==> src/verilog/pmp_pkg.sv <==
package pmp_pkg;

  // Region count and index width
  localparam int NUM_REGIONS  = 4;
  localparam int REGION_IDX_W = 2;

  // Register map, byte offsets of word registers
  localparam logic [7:0] ADDR_PMPCFG0  = 8'h00;
  localparam logic [7:0] ADDR_PMPADDR0 = 8'h40;
  localparam logic [7:0] ADDR_MSECCFG  = 8'h80;

  // Rule-locking bypass position in mseccfg
  localparam int MSECCFG_RLB_BIT = 2;

  // Address-matching mode of one region
  typedef enum logic [1:0] {
    MODE_OFF   = 2'd0,
    MODE_TOR   = 2'd1,
    MODE_NA4   = 2'd2,
    MODE_NAPOT = 2'd3
  } pmp_mode_e;

  // One config byte as seen in pmpcfg
  typedef struct packed {
    logic       lock;
    logic [1:0] zero;
    pmp_mode_e  mode;
    logic       exec;
    logic       write;
    logic       read;
  } pmp_cfg_t;

  // pmpcfg0, either the raw bus word or four config bytes
  // Region 0 sits in the lowest byte
  typedef union packed {
    logic [31:0]                raw;
    pmp_cfg_t [NUM_REGIONS-1:0] cfg;
  } pmp_cfg_word_u;

  // Access type of a check request
  typedef enum logic [1:0] {
    ACC_EXEC  = 2'd0,
    ACC_READ  = 2'd1,
    ACC_WRITE = 2'd2
  } pmp_acc_e;

  // Effective privilege, as in mstatus.MPP
  typedef enum logic [1:0] {
    PRIV_U = 2'b00,
    PRIV_M = 2'b11
  } pmp_priv_e;

  // Register select between bus slave and register file
  // The pmpaddr codes are consecutive so an index can be added to REG_ADDR0
  typedef enum logic [2:0] {
    REG_NONE    = 3'd0,
    REG_CFG0    = 3'd1,
    REG_MSECCFG = 3'd2,
    REG_ADDR0   = 3'd4,
    REG_ADDR1   = 3'd5,
    REG_ADDR2   = 3'd6,
    REG_ADDR3   = 3'd7
  } pmp_reg_sel_e;

endpackage

==> src/verilog/pmp_region_match.sv <==
`timescale 1ns/10ps

module pmp_region_match (
  input  pmp_pkg::pmp_mode_e  mode_i,
  input  logic [31:0]         addr_i,
  input  logic [31:0]         pmpaddr_i,
  input  logic [31:0]         pmpaddr_below_i,
  output logic                match_o
);

  logic [33:0]  addr_ext;
  logic [31:0]  addr_word;
  logic [31:0]  napot_mask;
  logic         tor_hit;
  logic         na4_hit;
  logic         napot_hit;

  // pmpaddr holds bits 33:2 of a 34-bit physical address
  assign addr_ext  = {2'b00, addr_i};
  assign addr_word = addr_ext[33:2];

  assign tor_hit = ({pmpaddr_below_i, 2'b00} <= addr_ext) &&
                   (addr_ext < {pmpaddr_i, 2'b00});

  assign na4_hit = (addr_i[31:2] == pmpaddr_i[29:0]);

  // Trailing ones plus the zero above them flip on increment
  // and mark the bits that do not take part in the compare
  assign napot_mask = ~(pmpaddr_i ^ (pmpaddr_i + 32'd1));
  assign napot_hit  = ((addr_word & napot_mask) == (pmpaddr_i & napot_mask));

  always_comb begin
    case (mode_i)
      pmp_pkg::MODE_TOR:   match_o = tor_hit;
      pmp_pkg::MODE_NA4:   match_o = na4_hit;
      pmp_pkg::MODE_NAPOT: match_o = napot_hit;
      default:             match_o = 1'b0;
    endcase
  end

endmodule

==> src/verilog/pmp_cfg_legalize.sv <==
`timescale 1ns/10ps

module pmp_cfg_legalize (
  input  pmp_pkg::pmp_cfg_t  cfg_prev_i,
  input  pmp_pkg::pmp_cfg_t  cfg_attempt_i,
  input  logic               rlb_i,
  output pmp_pkg::pmp_cfg_t  cfg_legal_o
);

  pmp_pkg::pmp_cfg_t  cfg_legal;
  logic               rwx_reserved;
  logic               entry_locked;

  // Write without read is a reserved RWX combination
  assign rwx_reserved = cfg_attempt_i.write && !cfg_attempt_i.read;

  // Lock holds unless the bypass is set
  assign entry_locked = cfg_prev_i.lock && !rlb_i;

  always_comb begin
    cfg_legal = cfg_attempt_i;

    if (rwx_reserved) begin
      cfg_legal.exec  = cfg_prev_i.exec;
      cfg_legal.write = cfg_prev_i.write;
      cfg_legal.read  = cfg_prev_i.read;
    end

    // Whole byte frozen while locked
    if (entry_locked) begin
      cfg_legal = cfg_prev_i;
    end

    cfg_legal.zero = '0;
  end

  assign cfg_legal_o = cfg_legal;

endmodule

==> src/verilog/pmp_check_fsm.sv <==
`timescale 1ns/10ps

module pmp_check_fsm (
  input  logic                                   clk_i,
  input  logic                                   rst_ni,

  input  logic                                   chk_req_i,
  input  logic [31:0]                            chk_addr_i,
  input  pmp_pkg::pmp_acc_e                      chk_acc_i,
  input  pmp_pkg::pmp_priv_e                     chk_priv_i,

  input  pmp_pkg::pmp_cfg_word_u                 cfg_i,
  input  logic [pmp_pkg::NUM_REGIONS-1:0][31:0]  addr_i,

  output logic                                   chk_done_o,
  output logic                                   chk_allow_o
);

  typedef enum logic [1:0] {
    ST_IDLE,
    ST_SCAN,
    ST_DONE
  } state_e;

  state_e                            state_q;
  state_e                            state_d;
  logic [pmp_pkg::REGION_IDX_W-1:0]  idx_q;
  logic [31:0]                       addr_q;
  pmp_pkg::pmp_acc_e                 acc_q;
  pmp_pkg::pmp_priv_e                priv_q;
  pmp_pkg::pmp_cfg_t                 cur_cfg;
  logic [31:0]                       bound_below;
  logic                              region_hit;
  logic                              last_region;
  logic                              scan_end;
  logic                              perm;
  logic                              allow_d;
  logic                              allow_q;

  assign cur_cfg     = cfg_i.cfg[idx_q];
  // Region 0 is bounded below by address zero
  assign bound_below = (idx_q == '0) ? '0 : addr_i[idx_q - 1'b1];

  pmp_region_match u_region_match (
    .mode_i          (cur_cfg.mode),
    .addr_i          (addr_q),
    .pmpaddr_i       (addr_i[idx_q]),
    .pmpaddr_below_i (bound_below),
    .match_o         (region_hit)
  );

  assign last_region = (idx_q == pmp_pkg::REGION_IDX_W'(pmp_pkg::NUM_REGIONS - 1));
  assign scan_end    = region_hit || last_region;

  always_comb begin
    case (acc_q)
      pmp_pkg::ACC_EXEC:  perm = cur_cfg.exec;
      pmp_pkg::ACC_READ:  perm = cur_cfg.read;
      pmp_pkg::ACC_WRITE: perm = cur_cfg.write;
      default:            perm = 1'b0;
    endcase
    // M-mode passes unlocked regions and any access that hits nothing
    if (region_hit) begin
      allow_d = perm || ((priv_q == pmp_pkg::PRIV_M) && !cur_cfg.lock);
    end else begin
      allow_d = (priv_q == pmp_pkg::PRIV_M);
    end
  end

  always_comb begin
    state_d = state_q;
    case (state_q)
      ST_IDLE: if (chk_req_i) state_d = ST_SCAN;
      ST_SCAN: if (scan_end) state_d = ST_DONE;
      default: state_d = ST_IDLE;
    endcase
  end

  always_ff @(posedge clk_i or negedge rst_ni) begin
    if (!rst_ni) begin
      state_q <= ST_IDLE;
      idx_q   <= '0;
      allow_q <= 1'b0;
    end else begin
      state_q <= state_d;
      if (state_q == ST_IDLE) begin
        idx_q <= '0;
      end else if (state_q == ST_SCAN) begin
        if (scan_end) allow_q <= allow_d;
        else idx_q <= idx_q + 1'b1;
      end
    end
  end

  // Request held steady by the requester, captured once
  always_ff @(posedge clk_i) begin
    if (state_q == ST_IDLE && chk_req_i) begin
      addr_q <= chk_addr_i;
      acc_q  <= chk_acc_i;
      priv_q <= chk_priv_i;
    end
  end

  assign chk_done_o  = (state_q == ST_DONE);
  assign chk_allow_o = allow_q;

endmodule

==> src/verilog/pmp_csr_regs.sv <==
`timescale 1ns/10ps

module pmp_csr_regs (
  input  logic                                   clk_i,
  input  logic                                   rst_ni,

  input  logic                                   wr_en_i,
  input  pmp_pkg::pmp_reg_sel_e                  wr_sel_i,
  input  logic [31:0]                            wr_data_i,

  output pmp_pkg::pmp_cfg_word_u                 cfg_o,
  output logic [pmp_pkg::NUM_REGIONS-1:0][31:0]  addr_o,
  output logic                                   rlb_o
);

  pmp_pkg::pmp_cfg_word_u                  cfg_q;
  pmp_pkg::pmp_cfg_word_u                  wr_word;
  pmp_pkg::pmp_cfg_t                       cfg_legal [pmp_pkg::NUM_REGIONS];
  logic [pmp_pkg::NUM_REGIONS-1:0][31:0]   addr_q;
  logic [pmp_pkg::NUM_REGIONS-1:0]         addr_locked;
  logic                                    rlb_q;
  logic                                    any_locked;
  logic                                    rlb_set_blocked;

  // Bus word split into the four attempted config bytes
  assign wr_word.raw = wr_data_i;

  for (genvar i = 0; i < pmp_pkg::NUM_REGIONS; i++) begin : gen_region
    pmp_cfg_legalize u_cfg_legalize (
      .cfg_prev_i    (cfg_q.cfg[i]),
      .cfg_attempt_i (wr_word.cfg[i]),
      .rlb_i         (rlb_q),
      .cfg_legal_o   (cfg_legal[i])
    );

    // pmpaddr i is also the lower bound of a TOR entry i+1
    if (i < pmp_pkg::NUM_REGIONS - 1) begin : gen_below
      assign addr_locked[i] = !rlb_q &&
                              (cfg_q.cfg[i].lock ||
                               (cfg_q.cfg[i+1].lock &&
                                (cfg_q.cfg[i+1].mode == pmp_pkg::MODE_TOR)));
    end else begin : gen_top
      assign addr_locked[i] = !rlb_q && cfg_q.cfg[i].lock;
    end
  end

  always_comb begin
    any_locked = 1'b0;
    for (int i = 0; i < pmp_pkg::NUM_REGIONS; i++) begin
      any_locked = any_locked | cfg_q.cfg[i].lock;
    end
  end

  // RLB cannot be raised once an entry is locked without it
  assign rlb_set_blocked = wr_data_i[pmp_pkg::MSECCFG_RLB_BIT] && !rlb_q && any_locked;

  always_ff @(posedge clk_i or negedge rst_ni) begin
    if (!rst_ni) begin
      cfg_q  <= '0;
      addr_q <= '0;
      rlb_q  <= 1'b0;
    end else if (wr_en_i) begin
      case (wr_sel_i)
        pmp_pkg::REG_CFG0: begin
          for (int i = 0; i < pmp_pkg::NUM_REGIONS; i++) begin
            cfg_q.cfg[i] <= cfg_legal[i];
          end
        end
        pmp_pkg::REG_MSECCFG: begin
          if (!rlb_set_blocked) rlb_q <= wr_data_i[pmp_pkg::MSECCFG_RLB_BIT];
        end
        default: begin
          for (int i = 0; i < pmp_pkg::NUM_REGIONS; i++) begin
            if ((wr_sel_i == pmp_pkg::REG_ADDR0 + i) && !addr_locked[i]) begin
              addr_q[i] <= wr_data_i;
            end
          end
        end
      endcase
    end
  end

  assign cfg_o  = cfg_q;
  assign addr_o = addr_q;
  assign rlb_o  = rlb_q;

endmodule

==> src/verilog/pmp_csr_bus.sv <==
`timescale 1ns/10ps

module pmp_csr_bus (
  input  logic                                   clk_i,
  input  logic                                   rst_ni,

  input  logic                                   wb_cyc_i,
  input  logic                                   wb_stb_i,
  input  logic                                   wb_we_i,
  input  logic [7:0]                             wb_adr_i,
  input  logic [31:0]                            wb_dat_i,
  output logic [31:0]                            wb_dat_o,
  output logic                                   wb_ack_o,

  // Write strobe towards the register file
  output logic                                   wr_en_o,
  output pmp_pkg::pmp_reg_sel_e                  wr_sel_o,
  output logic [31:0]                            wr_data_o,

  // Current register values for read-back
  input  pmp_pkg::pmp_cfg_word_u                 cfg_i,
  input  logic [pmp_pkg::NUM_REGIONS-1:0][31:0]  addr_i,
  input  logic                                   rlb_i
);

  typedef enum logic {
    ST_IDLE,
    ST_ACK
  } state_e;

  state_e                              state_q;
  pmp_pkg::pmp_reg_sel_e               sel;
  logic [pmp_pkg::REGION_IDX_W-1:0]    addr_idx;
  logic [31:0]                         rdata;

  // One ack cycle per bus cycle, master drops stb afterwards
  always_ff @(posedge clk_i or negedge rst_ni) begin
    if (!rst_ni) begin
      state_q <= ST_IDLE;
    end else begin
      case (state_q)
        ST_IDLE: if (wb_cyc_i && wb_stb_i) state_q <= ST_ACK;
        default: state_q <= ST_IDLE;
      endcase
    end
  end

  // Address decode, anything off the map selects nothing
  always_comb begin
    sel = pmp_pkg::REG_NONE;
    if (wb_adr_i == pmp_pkg::ADDR_PMPCFG0) begin
      sel = pmp_pkg::REG_CFG0;
    end else if (wb_adr_i == pmp_pkg::ADDR_MSECCFG) begin
      sel = pmp_pkg::REG_MSECCFG;
    end else begin
      for (int i = 0; i < pmp_pkg::NUM_REGIONS; i++) begin
        if (wb_adr_i == pmp_pkg::ADDR_PMPADDR0 + 8'(4 * i)) begin
          sel = pmp_pkg::pmp_reg_sel_e'(pmp_pkg::REG_ADDR0 + i);
        end
      end
    end
  end

  assign addr_idx = wb_adr_i[2 +: pmp_pkg::REGION_IDX_W];

  // Read multiplexer
  always_comb begin
    rdata = '0;
    case (sel)
      pmp_pkg::REG_CFG0:    rdata = cfg_i.raw;
      pmp_pkg::REG_MSECCFG: rdata[pmp_pkg::MSECCFG_RLB_BIT] = rlb_i;
      pmp_pkg::REG_ADDR0,
      pmp_pkg::REG_ADDR1,
      pmp_pkg::REG_ADDR2,
      pmp_pkg::REG_ADDR3:   rdata = addr_i[addr_idx];
      default:              rdata = '0;
    endcase
  end

  assign wb_ack_o = (state_q == ST_ACK);
  assign wb_dat_o = rdata;

  // Write lands on the edge that closes the ack cycle
  assign wr_en_o   = (state_q == ST_ACK) && wb_we_i && (sel != pmp_pkg::REG_NONE);
  assign wr_sel_o  = sel;
  assign wr_data_o = wb_dat_i;

endmodule

==> src/verilog/pmp_top.sv <==
`timescale 1ns/10ps

module pmp_top (
  input  logic                clk_i,
  input  logic                rst_ni,

  // Wishbone classic slave
  input  logic                wb_cyc_i,
  input  logic                wb_stb_i,
  input  logic                wb_we_i,
  input  logic [7:0]          wb_adr_i,
  input  logic [31:0]         wb_dat_i,
  output logic [31:0]         wb_dat_o,
  output logic                wb_ack_o,

  // Access check request
  input  logic                chk_req_i,
  input  logic [31:0]         chk_addr_i,
  input  pmp_pkg::pmp_acc_e   chk_acc_i,
  input  pmp_pkg::pmp_priv_e  chk_priv_i,
  output logic                chk_done_o,
  output logic                chk_allow_o
);

  logic                                     wr_en;
  pmp_pkg::pmp_reg_sel_e                    wr_sel;
  logic [31:0]                              wr_data;
  pmp_pkg::pmp_cfg_word_u                   cfg;
  logic [pmp_pkg::NUM_REGIONS-1:0][31:0]    pmpaddr;
  logic                                     rlb;

  pmp_csr_bus u_csr_bus (
    .clk_i     (clk_i),
    .rst_ni    (rst_ni),
    .wb_cyc_i  (wb_cyc_i),
    .wb_stb_i  (wb_stb_i),
    .wb_we_i   (wb_we_i),
    .wb_adr_i  (wb_adr_i),
    .wb_dat_i  (wb_dat_i),
    .wb_dat_o  (wb_dat_o),
    .wb_ack_o  (wb_ack_o),
    .wr_en_o   (wr_en),
    .wr_sel_o  (wr_sel),
    .wr_data_o (wr_data),
    .cfg_i     (cfg),
    .addr_i    (pmpaddr),
    .rlb_i     (rlb)
  );

  pmp_csr_regs u_csr_regs (
    .clk_i     (clk_i),
    .rst_ni    (rst_ni),
    .wr_en_i   (wr_en),
    .wr_sel_i  (wr_sel),
    .wr_data_i (wr_data),
    .cfg_o     (cfg),
    .addr_o    (pmpaddr),
    .rlb_o     (rlb)
  );

  pmp_check_fsm u_check_fsm (
    .clk_i       (clk_i),
    .rst_ni      (rst_ni),
    .chk_req_i   (chk_req_i),
    .chk_addr_i  (chk_addr_i),
    .chk_acc_i   (chk_acc_i),
    .chk_priv_i  (chk_priv_i),
    .cfg_i       (cfg),
    .addr_i      (pmpaddr),
    .chk_done_o  (chk_done_o),
    .chk_allow_o (chk_allow_o)
  );

endmodule

==> config.mk <==
export PLATFORM = sky130hd
export DESIGN_NAME = pmp_top
export DESIGN_NICKNAME = d
export VERILOG_FILES = /design/src/verilog/pmp_pkg.sv /design/src/verilog/pmp_region_match.sv /design/src/verilog/pmp_cfg_legalize.sv /design/src/verilog/pmp_check_fsm.sv /design/src/verilog/pmp_csr_regs.sv /design/src/verilog/pmp_csr_bus.sv /design/src/verilog/pmp_top.sv
export SDC_FILE = /design/constraint.sdc
export NUM_CORES = 1
export LEC_CHECK = 0
export BUFFER_PORTS_ARGS = -buffer_cell sky130_fd_sc_hd__buf_4
export CAP_MARGIN = 20
export CORE_ASPECT_RATIO = 2
export CORE_MARGIN = 8
export CORE_UTILIZATION = 38
export CTS_CLUSTER_SIZE = 12
export DETAILED_ROUTE_END_ITERATION = 16
export PLACE_DENSITY = 0.63
export SYNTH_ARGS = -nofsm -noshare
export SYNTH_HDL_FRONTEND = slang
export SYNTH_SLANG_ARGS = --single-unit
export TNS_END_PERCENT = 1
==> constraint.sdc <==
create_clock -name clk_i -period 6.5 [get_ports clk_i]
set_input_delay 0 -clock clk_i [delete_from_list [all_inputs] [get_ports clk_i]]
set_output_delay 0 -clock clk_i [all_outputs]
set_load 0.01 [all_outputs]
==> results of run 1 <==
-- placed cells by master, fill, tap and decap left out, drive strengths merged, types with 5 or more instances in the layout --
cell type,n
clkbuf,21
mux4,99
edfxtp,36
and3,9
dfrtp,159
nand3,14
nor2b,35
clkinv,5
xnor2,39
nor2,30
nor4,7
inv,85
nand4,21
a211oi,6
mux2,138
o21ai,30
a21oi,31
ha,92
buf,134
xor2,18
nand2,62
or4,5
a22o,27
dlygate4sd3,74
and2,15
o22a,5
mux2i,6
-- logic make-up after synthesis --
kind of cell,after synthesis
flip-flops,195
multiplexers,243
buffers and inverters,128
adder cells (fa/ha/maj),92
AO/OA/AOI/OAI,122
AND/OR/NAND/NOR,218
XOR/XNOR,57
-- routing by layer --
| metal | vias to the layer above | global-route usage (%) | wire, um |
|---|---|---|---|
| met5 | - | 0 | 0 |
| met4 | 0 | 13.1 | 2530 |
| met3 | 93 | 2.91 | 1610 |
| met2 | 303 | 35.7 | 21300 |
| met1 | 4953 | 21.6 | 15000 |
| li1 | 4312 | - | - |
-- critical path, delay by kind of cell (launching register included) --
family / cells / cell delay, ns
muxes: 1 / 0.68
adders and majority gates: 1 / 0.25
AOI/OAI and AO/OA: 2 / 0.54
DFF: 1 / 0.87
and+or+nand+nor: 11 / 2.40
xor gates and xnor gates: 2 / 0.27
-- flip-flops by register name, summed over array words and instances (netlist names) --
signal / flops
u_csr_regs.addr_o: 128
u_check_fsm.addr_q: 32
u_csr_regs.cfg_o: 24
u_check_fsm.acc_q: 2
u_check_fsm.idx_q: 2
u_check_fsm.priv_q: 2
u_check_fsm.state_q: 2
u_check_fsm.chk_allow_o: 1
u_csr_bus.wb_ack_o: 1
u_csr_regs.rlb_o: 1
-- synth_stat cells, drive strengths merged (26+ instances only) --
cell | n | area share, %
a21oi | 31 | 1.2
a22o | 27 | 1.8
buf | 26 | 1.1
dfrtp | 159 | 30
edfxtp | 36 | 8.3
ha | 92 | 8.8
inv | 80 | 2.3
mux2 | 138 | 12
mux4 | 99 | 17
nand2 | 62 | 1.8
nor2 | 30 | 0.86
nor2b | 35 | 1.7
o21ai | 30 | 1.2
xnor2 | 39 | 2.8
-- stage by stage --
stage	instance area, um^2	worst slack, ns	power (W)	std cells	util [%]
3_5_place_dp	14500	1.33	0.00251	1582	42.4
2_1_floorplan	13100	1.83	0.00217	1055	-
4_1_cts	15700	1.32	0.00355	1687	46.1
3_3_place_gp	14500	1.41	0.00249	1582	42.4
6_report	15700	1.33	0.00352	1687	46.1
5_1_grt	15700	0.985	0.00368	1687	46.1
-- final timing paths --
| check | cells after the start | to | start |
|---|---|---|---|
| worst max-delay path | 17 | u_check_fsm.state_q[0] | u_check_fsm.idx_q[0] |
| worst min-delay path | 2 | u_csr_regs.cfg_o[9] | rst_ni |
| worst max register to register | 17 | u_check_fsm.state_q[0] | u_check_fsm.idx_q[0] |
| worst min register to register | 1 | u_csr_regs.cfg_o[17] | u_csr_regs.cfg_o[17] |
| max in group asynchronous | 3 | u_check_fsm.idx_q[0] | rst_ni |
| min in group clk_i | 2 | u_check_fsm.acc_q[0] | chk_acc_i[0] |
-- cell type report --
class	count	share of cell area [%]
clock buffers	21	2.93
clock inverters	10	0.477
inverters	80	1.91
multi-input cells	732	47.9
flip-flops and latches	195	32.2
well taps	441	3.51
repair buffers	208	11.1
-- power breakdown --
part / switching (W) / internal (W)
clock network: 0.000494 / 0.000514
logic: 0.000557 / 0.000479
registers: 0.000148 / 0.00133
==> impl_results.md, run 1 <==
* Status: completed
* Final-report max-slew violation count at 0
* Synth unique cells at 56
* Die X at 147 um
* Post-Syn Instances at 1055
* Synth warn at 0
* Critical path required time at 6.85 ns
* Slowest-stage cell, CP: dfrtp_4
* VDD IR max at 0.000202 V
* I/O Buffers at 116
* PD cells at 224 nW/um^2
* Crit Path Class: reg -> reg
* Post-detail-place hpwl at 30.7 mm
* Final-report hold violation count at 0
* Register-to-register setup slack at 1.33 ns
* Final ANT Viol Nets at 0
* Top-level port count at 117
* Slew HR at 26.0%
* Vias in the first global route at 10364
* CTS tree: yes
* Gr usage total at 20.0%
* RSZ-0062 raised after global routing: false
* ANT cells at 0
* Hold WC Path Type: in -> async
* Gpl congestion at 0.937
* CTS H-tree lvls at 4
* Synth Area in Adders at 8.79%
* Worst-skew pair later-pin latency at 0.46 ns
* Final setup vio count at 0
* Initial core utilization at 38.4%
* Final nets at 1408
* Row cnt at 96
* Leakage at 6.91 nW
* Via density at 5.73
* Setup Skew at 0.0127 ns
* Critical Path Source Type: flop
* Synth Area in XOR/XNOR at 4.04%
* Area Growth Syn to Fin at 20.2%
* Largest net degree at the start of global routing at 87
* Antenna violations before repair at 0
* Ratio of cells with drive above 1 in the final layout at 33.9%
* Avg Inst Size Synth at 12.4 um^2
* WL final at 40.5 mm
* Cts hold-fix bufs at 74
* Final worst path period share at 79.5%
* Reg area at 5060 um^2
* Slew @ Worst Pin at 1.11 ns
* Fill cell count at 3206
* CTS Sinks at 195
* WHS at 0.167 ns
* Minimum clock period after layout at 5.17 ns
* Setup TNS at 0 ns
* DRC at 0
* Flops & latches, synth at 195
* Clk buf depth at 2
* Asr flop ratio synth at 81.5%
* Core region area at 34100 um^2
* Fmax at 193 MHz
* Max FO, Critical Path at 39
* Seq/Total Area, Yosys at 38.7%
* Post-CTS setup buffers at 0
* Slowest Stage Delay on Critical Path at 0.87 ns
* Post-Synth Simple-Gate Area at 8.72%
* Area of the multi-input gates at 7530 um^2
* Multiplexer share of the synthesized area at 29.4%
* Post-CTS Resized at 0
* Total gr overflow at 0
* Post-synthesis compound-gate area fraction at 6.35%
* Max_cap viols at 0
* Synthesized cell area at 13100 um^2
* CTS Buf Count at 17
* EDFF count, synth at 36
* Vias at 9661
* Main combinational cell family by area after synthesis: multiplexers
* WL/cell at 24.0 um
* Crit path cell chain: mux4_2 -> and4_1 -> and3_1 -> and2_1 -> and2_4 -> nor2b_1 -> nand2_1 -> ha_1 -> xnor2_2 -> nor2_1 -> xnor2_2 -> nand4_1 -> or4_1 -> o41ai_2 -> and3_1 -> nor2_1 -> a31o_1
* First-pass GRT wire length at 62.1 mm
* Die height at 278 um
* Worst setup EP type: flop
* Clock Pin Slew Worst Setup and Hold Paths at 0.07 ns
* Die ar. at 41000 um^2
* First-pass DRT Iterations at 5
* Crit path arrival time at 5.52 ns
* Iter 0 DRT Violations at 731
* Clk root buf: clkbuf_16
* Synthesized netlist net count at 1229
* Ys flop type: dfrtp_1
(Power assumes the default switching activity.)
==> run 2, diff against run 1 <==
--- a/config.mk
+++ b/config.mk
@@ -12,7 +12,7 @@
 export CORE_UTILIZATION = 38
 export CTS_CLUSTER_SIZE = 12
 export DETAILED_ROUTE_END_ITERATION = 16
-export PLACE_DENSITY = 0.63
+export PLACE_DENSITY = 0.65
 export SYNTH_ARGS = -nofsm -noshare
 export SYNTH_HDL_FRONTEND = slang
 export SYNTH_SLANG_ARGS = --single-unit
==> constraint.sdc (replaced) <==
create_clock -name clk_i -period 4.35 [get_ports clk_i]
set_input_delay 0 -clock clk_i [delete_from_list [all_inputs] [get_ports clk_i]]
set_output_delay 0 -clock clk_i [all_outputs]
set_load 0.01 [all_outputs]
==> run 2 against run 1 <==
Against the previous run: register-to-register slack lost 1.3 ns; clock power up 55%; total power up 60%; wire length up 0.75%; flip-flop and latch count did not move; maximum frequency is 20% higher; critical path type unchanged; critical endpoint is now u_check_fsm.idx_q[0].
==> impl_results.md, run 2 (synthesized netlist as in run 1, its figures left out) <==
* Internal Power at 0.00374 W
* Gpl congestion at 0.898
* WL/cell at 23.0 um
* Setup TNS at 0 ns
* Final-report max-slew violation count at 0
* Critical Path Source Type: flop
* ANT cells at 0
* CTS Buf Count at 17
* Die height at 278 um
* CTS tree: yes
* Dpl cells at 1650
* Post-Layout Cell Count at 1770
* Ratio of cells with drive above 1 in the final layout at 40.3%
* Final worst path period share at 99.4%
* Iter 0 DRT Violations at 626
* Row cnt at 96
* Max_cap viols at 0
* Status: completed
* Max FO, Critical Path at 5
* Slew @ Worst Pin at 1.07 ns
* Initial core utilization at 38.4%
* WL final at 40.8 mm
* First-pass GRT wire length at 62.8 mm
* RSZ-0062 raised after global routing: true
* Fin area at 16700 um^2
* Setup Skew at 0.0106 ns
* Vias at 10066
* Placed cell area at 15000 um^2
* I/O Buffers at 116
* DRC at 0
* Post-detail-place hpwl at 31.1 mm
* Final-report hold violation count at 0
* P_sw at 0.00187 W
* Hold WC Path Type: in -> async
* Via density at 5.69
* Crit Path Class: reg -> reg
* Area Growth Syn to Fin at 27.4%
* Die X at 147 um
* Die ar. at 41000 um^2
* Gr usage total at 20.1%
* Post-place setup slack at -0.450 ns
* Core region area at 34100 um^2
* Crit path arrival time at 4.66 ns
* Final nets at 1490
* Vias in the first global route at 10696
* Most common library cell in the layout ignoring fill and taps: buf_4
* Register share of total power at 37.5%
* Total gr overflow at 0
* Clk root buf: clkbuf_16
* Slowest Stage Delay on Critical Path at 0.53 ns
* Critical path buffers and inverters at 2
* Most frequent cells in the layout: buf_4, dfrtp_1, mux2_2
* VDD IR max at 0.000387 V
* CTS H-tree lvls at 4
* Slew HR at 28.4%
* Antenna violations before repair at 0
* First-pass DRT Iterations at 4
* Sw frac at 33.3%
* Max reg flops at 128
* Combinational power share at 34.5%
* Critical path required time at 4.69 ns
* Cell family with most CP delay: simple AND/OR/NAND/NOR gates
* Pwr Total at 0.00561 W
* Slowest-stage cell, CP: dfrtp_4
* Clk buf depth at 2
* Worst setup EP type: flop
* Fmax at 231 MHz
* PD cells at 337 nW/um^2
* CTS Sinks at 195
* Crit path cell chain: buf_12 -> mux4_2 -> and4_4 -> and3_4 -> and2_4 -> and2_4 -> nor2b_4 -> buf_6 -> nand2_4 -> ha_4 -> xor2_1 -> nand2_1 -> xnor2_2 -> nor4_2 -> nand4_1 -> o41ai_2 -> and3_4 -> nor2_4 -> o311ai_2
* Largest net degree at the start of global routing at 133
* Worst-skew pair later-pin latency at 0.45 ns
* Clock share of power at 28.0%
* Setup ws final at 0.0280 ns
* Top-level port count at 117
* Final ANT Viol Nets at 0
* Final setup vio count at 0
* Minimum clock period after layout at 4.32 ns
* Clock Pin Slew Worst Setup and Hold Paths at 0.07 ns
* Leakage at 7.42 nW
## run 2: cell types whose count changed in the layout (fill, tap and decap cells not counted), moves of 4 or more
cell    change
buf_12      +8
buf_4      +70
and3_1      -5
buf_6       +4
nor2_1      -5
and3_4      +5
## run 2: repair_timing
action / in CTS / in global routing
resized for setup: 10 / 36
hold endpoints to repair: 349 / 0
pin swaps: 6 / 23
hold buffers: 74 / 0
setup endpoints to repair: 5 / 5
setup buffers: 4 / 11
## run 2: layout make-up
type                            count  area [um^2]
Clock buffer                       18          429
Timing Repair Buffer              290         2490
Inverter                           80          300
Fill cell                        3098        17400
Sequential cell                   195         5070
Multi-Input combinational cell    732         7700
Tap cell                          441          552
Clock inverter                     14          143
## run 2: stage by stage
stage	util [%]	hold WS, ns
final	48.9	0.0496
after detailed placement	44.1	-0.111
after global routing	48.9	0.0615
after CTS	48.2	0.0444
after floorplan	-	-0.296
after global placement	44.1	-0.116
## run 2: path summary, 6_finish.rpt
| check | start | end | cells after the start | slack, ns |
|---|---|---|---|---|
| max | u_check_fsm.idx_q[0] | u_check_fsm.idx_q[0] | 19 | 0.03 |
| min | rst_ni | u_csr_regs.addr_o[107] | 3 | 0.05 |
| max reg2reg | u_check_fsm.idx_q[0] | u_check_fsm.idx_q[0] | 19 | 0.03 |
| min reg2reg | u_csr_bus.wb_ack_o | u_csr_bus.wb_ack_o | 1 | 0.53 |
| max in group asynchronous | rst_ni | u_check_fsm.idx_q[1] | 3 | 3.50 |
| min in group clk_i | chk_addr_i[4] | u_check_fsm.addr_q[4] | 2 | 0.27 |
## run 2: tightest hold or removal path: cells and delay by family
family,cells,cell delay [ns]
buffers and inverters,3,0.84
## run 2: metal layers
| layer | track usage [%] | share of wire (%) | vias up |
|---|---|---|---|
| met5 | 0 | 0 | - |
| met4 | 14.6 | 7.3 | 0 |
| met3 | 2.72 | 3.8 | 93 |
| met2 | 35.4 | 53 | 330 |
| met1 | 21.7 | 36 | 5143 |
| li1 | - | - | 4500 |
## run 2: power by group through the flow
| stage | clock, W | combinational [W] | sequential (W) |
|---|---|---|---|
| 2_1_floorplan | 0 | 0.00121 | 0.00206 |
| 3_3_place_gp | 0 | 0.00172 | 0.00216 |
| 3_5_place_dp | 0 | 0.00177 | 0.00216 |
| 4_1_cts | 0.00161 | 0.00191 | 0.00210 |
| 5_1_grt | 0.00167 | 0.00210 | 0.00211 |
| 6_report | 0.00157 | 0.00194 | 0.00210 |
==> run 3, diff against run 2 <==
--- a/config.mk
+++ b/config.mk
@@ -12,6 +12,7 @@
 export CORE_UTILIZATION = 38
 export CTS_CLUSTER_SIZE = 12
 export DETAILED_ROUTE_END_ITERATION = 16
+export MAX_ROUTING_LAYER = met4
 export PLACE_DENSITY = 0.65
 export SYNTH_ARGS = -nofsm -noshare
 export SYNTH_HDL_FRONTEND = slang
==> run 3 against run 2 <==
Against the previous run: register-to-register slack improved by 0.06 ns; critical path depth stayed put; maximum frequency up 1.4%; final area barely moved; sequential power about the same; flip-flop and latch count stayed put; global-route usage is 0.55 points higher; non-clock buffer count is 2 higher; largest cell class unchanged.
==> impl_results.md, run 3 (synthesized netlist as in run 1, its figures left out) <==
* Final setup vio count at 0
* DR WL met2 at 21.4 mm
* Critical path required time at 4.69 ns
* M1 WL at 14.6 mm
* Largest net degree at the start of global routing at 101
* CTS H-tree lvls at 4
* CTS Buf Count at 17
* VDD IR max at 0.000270 V
* Core region area at 34100 um^2
* Vias in the first global route at 10919
* Antenna violations before repair at 0
* Most common library cell in the layout ignoring fill and taps: buf_4
* Slew @ Worst Pin at 1.14 ns
* Die ar. at 41000 um^2
* PD cells at 340 nW/um^2
* Max FO, Critical Path at 8
* Gpl congestion at 0.904
* Total gr overflow at 0
* Minimum clock period after layout at 4.26 ns
* Critical Path Source Type: flop
* Iter 0 DRT Violations at 674
* Final worst path period share at 97.9%
* Vias at 10000
* Row cnt at 96
* Gr usage total at 20.7%
* Final-report max-slew violation count at 0
* Slowest Stage Delay on Critical Path at 0.53 ns
* Post-Layout Cell Count at 1772
* Post-place setup slack at -0.381 ns
* WL/cell at 22.9 um
* Die height at 278 um
* First-pass DRT Iterations at 5
* DR WL met3 at 1.45 mm
* Crit path arrival time at 4.60 ns
* I/O Buffers at 116
* Clock Pin Slew Worst Setup and Hold Paths at 0.08 ns
* Slowest-stage cell, CP: mux4_2
* Hold WC Path Type: in -> reg
* First-pass GRT wire length at 62.8 mm
* CTS tree: yes
* ANT cells at 0
* Worst R2R Start: u_check_fsm.idx_q[0]
* Leakage at 7.41 nW
* Slew HR at 24.2%
* Area Growth Syn to Fin at 27.4%
* Post-detail-place hpwl at 30.9 mm
* Worst setup EP type: flop
* Final-report hold violation count at 0
* Initial core utilization at 38.4%
* Max_cap viols at 0
* Most frequent cells in the layout: buf_4, dfrtp_1, mux2_2
* Worst-skew pair later-pin latency at 0.45 ns
* Status: completed
* Via density at 5.64
* RSZ-0062 raised after global routing: true
* Fmax at 235 MHz
* Setup ws final at 0.0897 ns
* Crit Path Class: reg -> reg
* Worst Setup SP: u_check_fsm.idx_q[0]
* Final ANT Viol Nets at 0
* Pwr Total at 0.00566 W
* Clk root buf: clkbuf_16
* Dpl cells at 1654
* Max reg flops at 128
* Crit path cell chain: buf_12 -> mux4_2 -> and3_4 -> and3_4 -> and2_4 -> and2_4 -> nor2b_4 -> buf_4 -> nand2_1 -> ha_1 -> xor2_1 -> nand2_1 -> xnor2_2 -> nor4_2 -> nand4_1 -> o41ai_4 -> a31o_2 -> mux2i_1 -> o22ai_1
* Hold path start: wb_adr_i[6]
* CTS Sinks at 195
* Setup Skew at 0.00864 ns
* DRC at 0
* Clk buf depth at 2
* Top-level port count at 117
* Highest routed layer: met4
* Ratio of cells with drive above 1 in the final layout at 40.4%
* Final nets at 1492
* WL final at 40.6 mm
* Die X at 147 um
==> run 3: report_power, final <==
group	total (W)	switching [W]	leakage, nW	internal (W)
sequential	0.00210	0.000118	2.54	0.00198
combinational	0.00196	0.000990	4.58	0.000970
clock	0.00160	0.000751	0.286	0.000849
==> run 3: worst paths after layout <==
kind	end	slack (ns)	cells after the start
max in group asynchronous	u_csr_regs.addr_o[21]	3.09	3
worst min-delay path	u_csr_regs.rlb_o	0.06	5
min in group asynchronous	u_csr_regs.addr_o[75]	0.19	2
worst min register to register	u_csr_bus.wb_ack_o	0.53	1
worst max register to register	u_check_fsm.idx_q[1]	0.09	19
worst max-delay path	u_check_fsm.idx_q[1]	0.09	19
==> run 3: per-stage QoR <==
| step | setup TNS [ns] | cell area, um^2 | utilization, % | hold slack [ns] |
|---|---|---|---|---|
| 2_1_floorplan | -0.0241 | 13100 | - | -0.296 |
| 3_3_place_gp | -1.41 | 15000 | 44.1 | 0.166 |
| 3_5_place_dp | -1.66 | 15000 | 44.1 | 0.172 |
| 4_1_cts | 0 | 16500 | 48.3 | 0.0483 |
| 5_1_grt | -0.295 | 16700 | 48.9 | 0.114 |
| 6_report | 0 | 16700 | 48.9 | 0.0617 |
==> run 3: routing by layer <==
metal,up-vias,global-route usage [%]
li1,4477,-
met2,334,35.5
met3,115,2.85
met1,5074,21.2
met5,-,-
met4,0,14.9
==> run 3: timing repair <==
item | 4_1_cts | 5_1_grt
setup buffers | 7 | 5
gates cloned | 0 | 1
resized for setup | 17 | 25
endpoints found under the hold margin | 288 | 0
setup endpoints to repair | 5 | 5
hold buffers | 73 | 0
pin swaps | 12 | 16
==> run 3: final cells by class <==
type	count	area (um^2)
sequential	195	5070
clock buffer	20	468
tap	441	552
timing repair buffer	292	2480
multi-input combinational	732	7690
fill	3073	17400
inverter	80	300
clock inverter	12	119
==> run 3: worst max-delay path: cells and delay by family, from the launching register on <==
| family | cells | cell delay, ns |
|---|---|---|
| xor+xnor | 2 | 0.31 |
| flops | 1 | 0.46 |
| simple gates | 9 | 1.45 |
| buf+inv | 2 | 0.28 |
| compound gates | 3 | 0.68 |
| fa+ha+maj | 1 | 0.23 |
| mux | 2 | 0.73 |
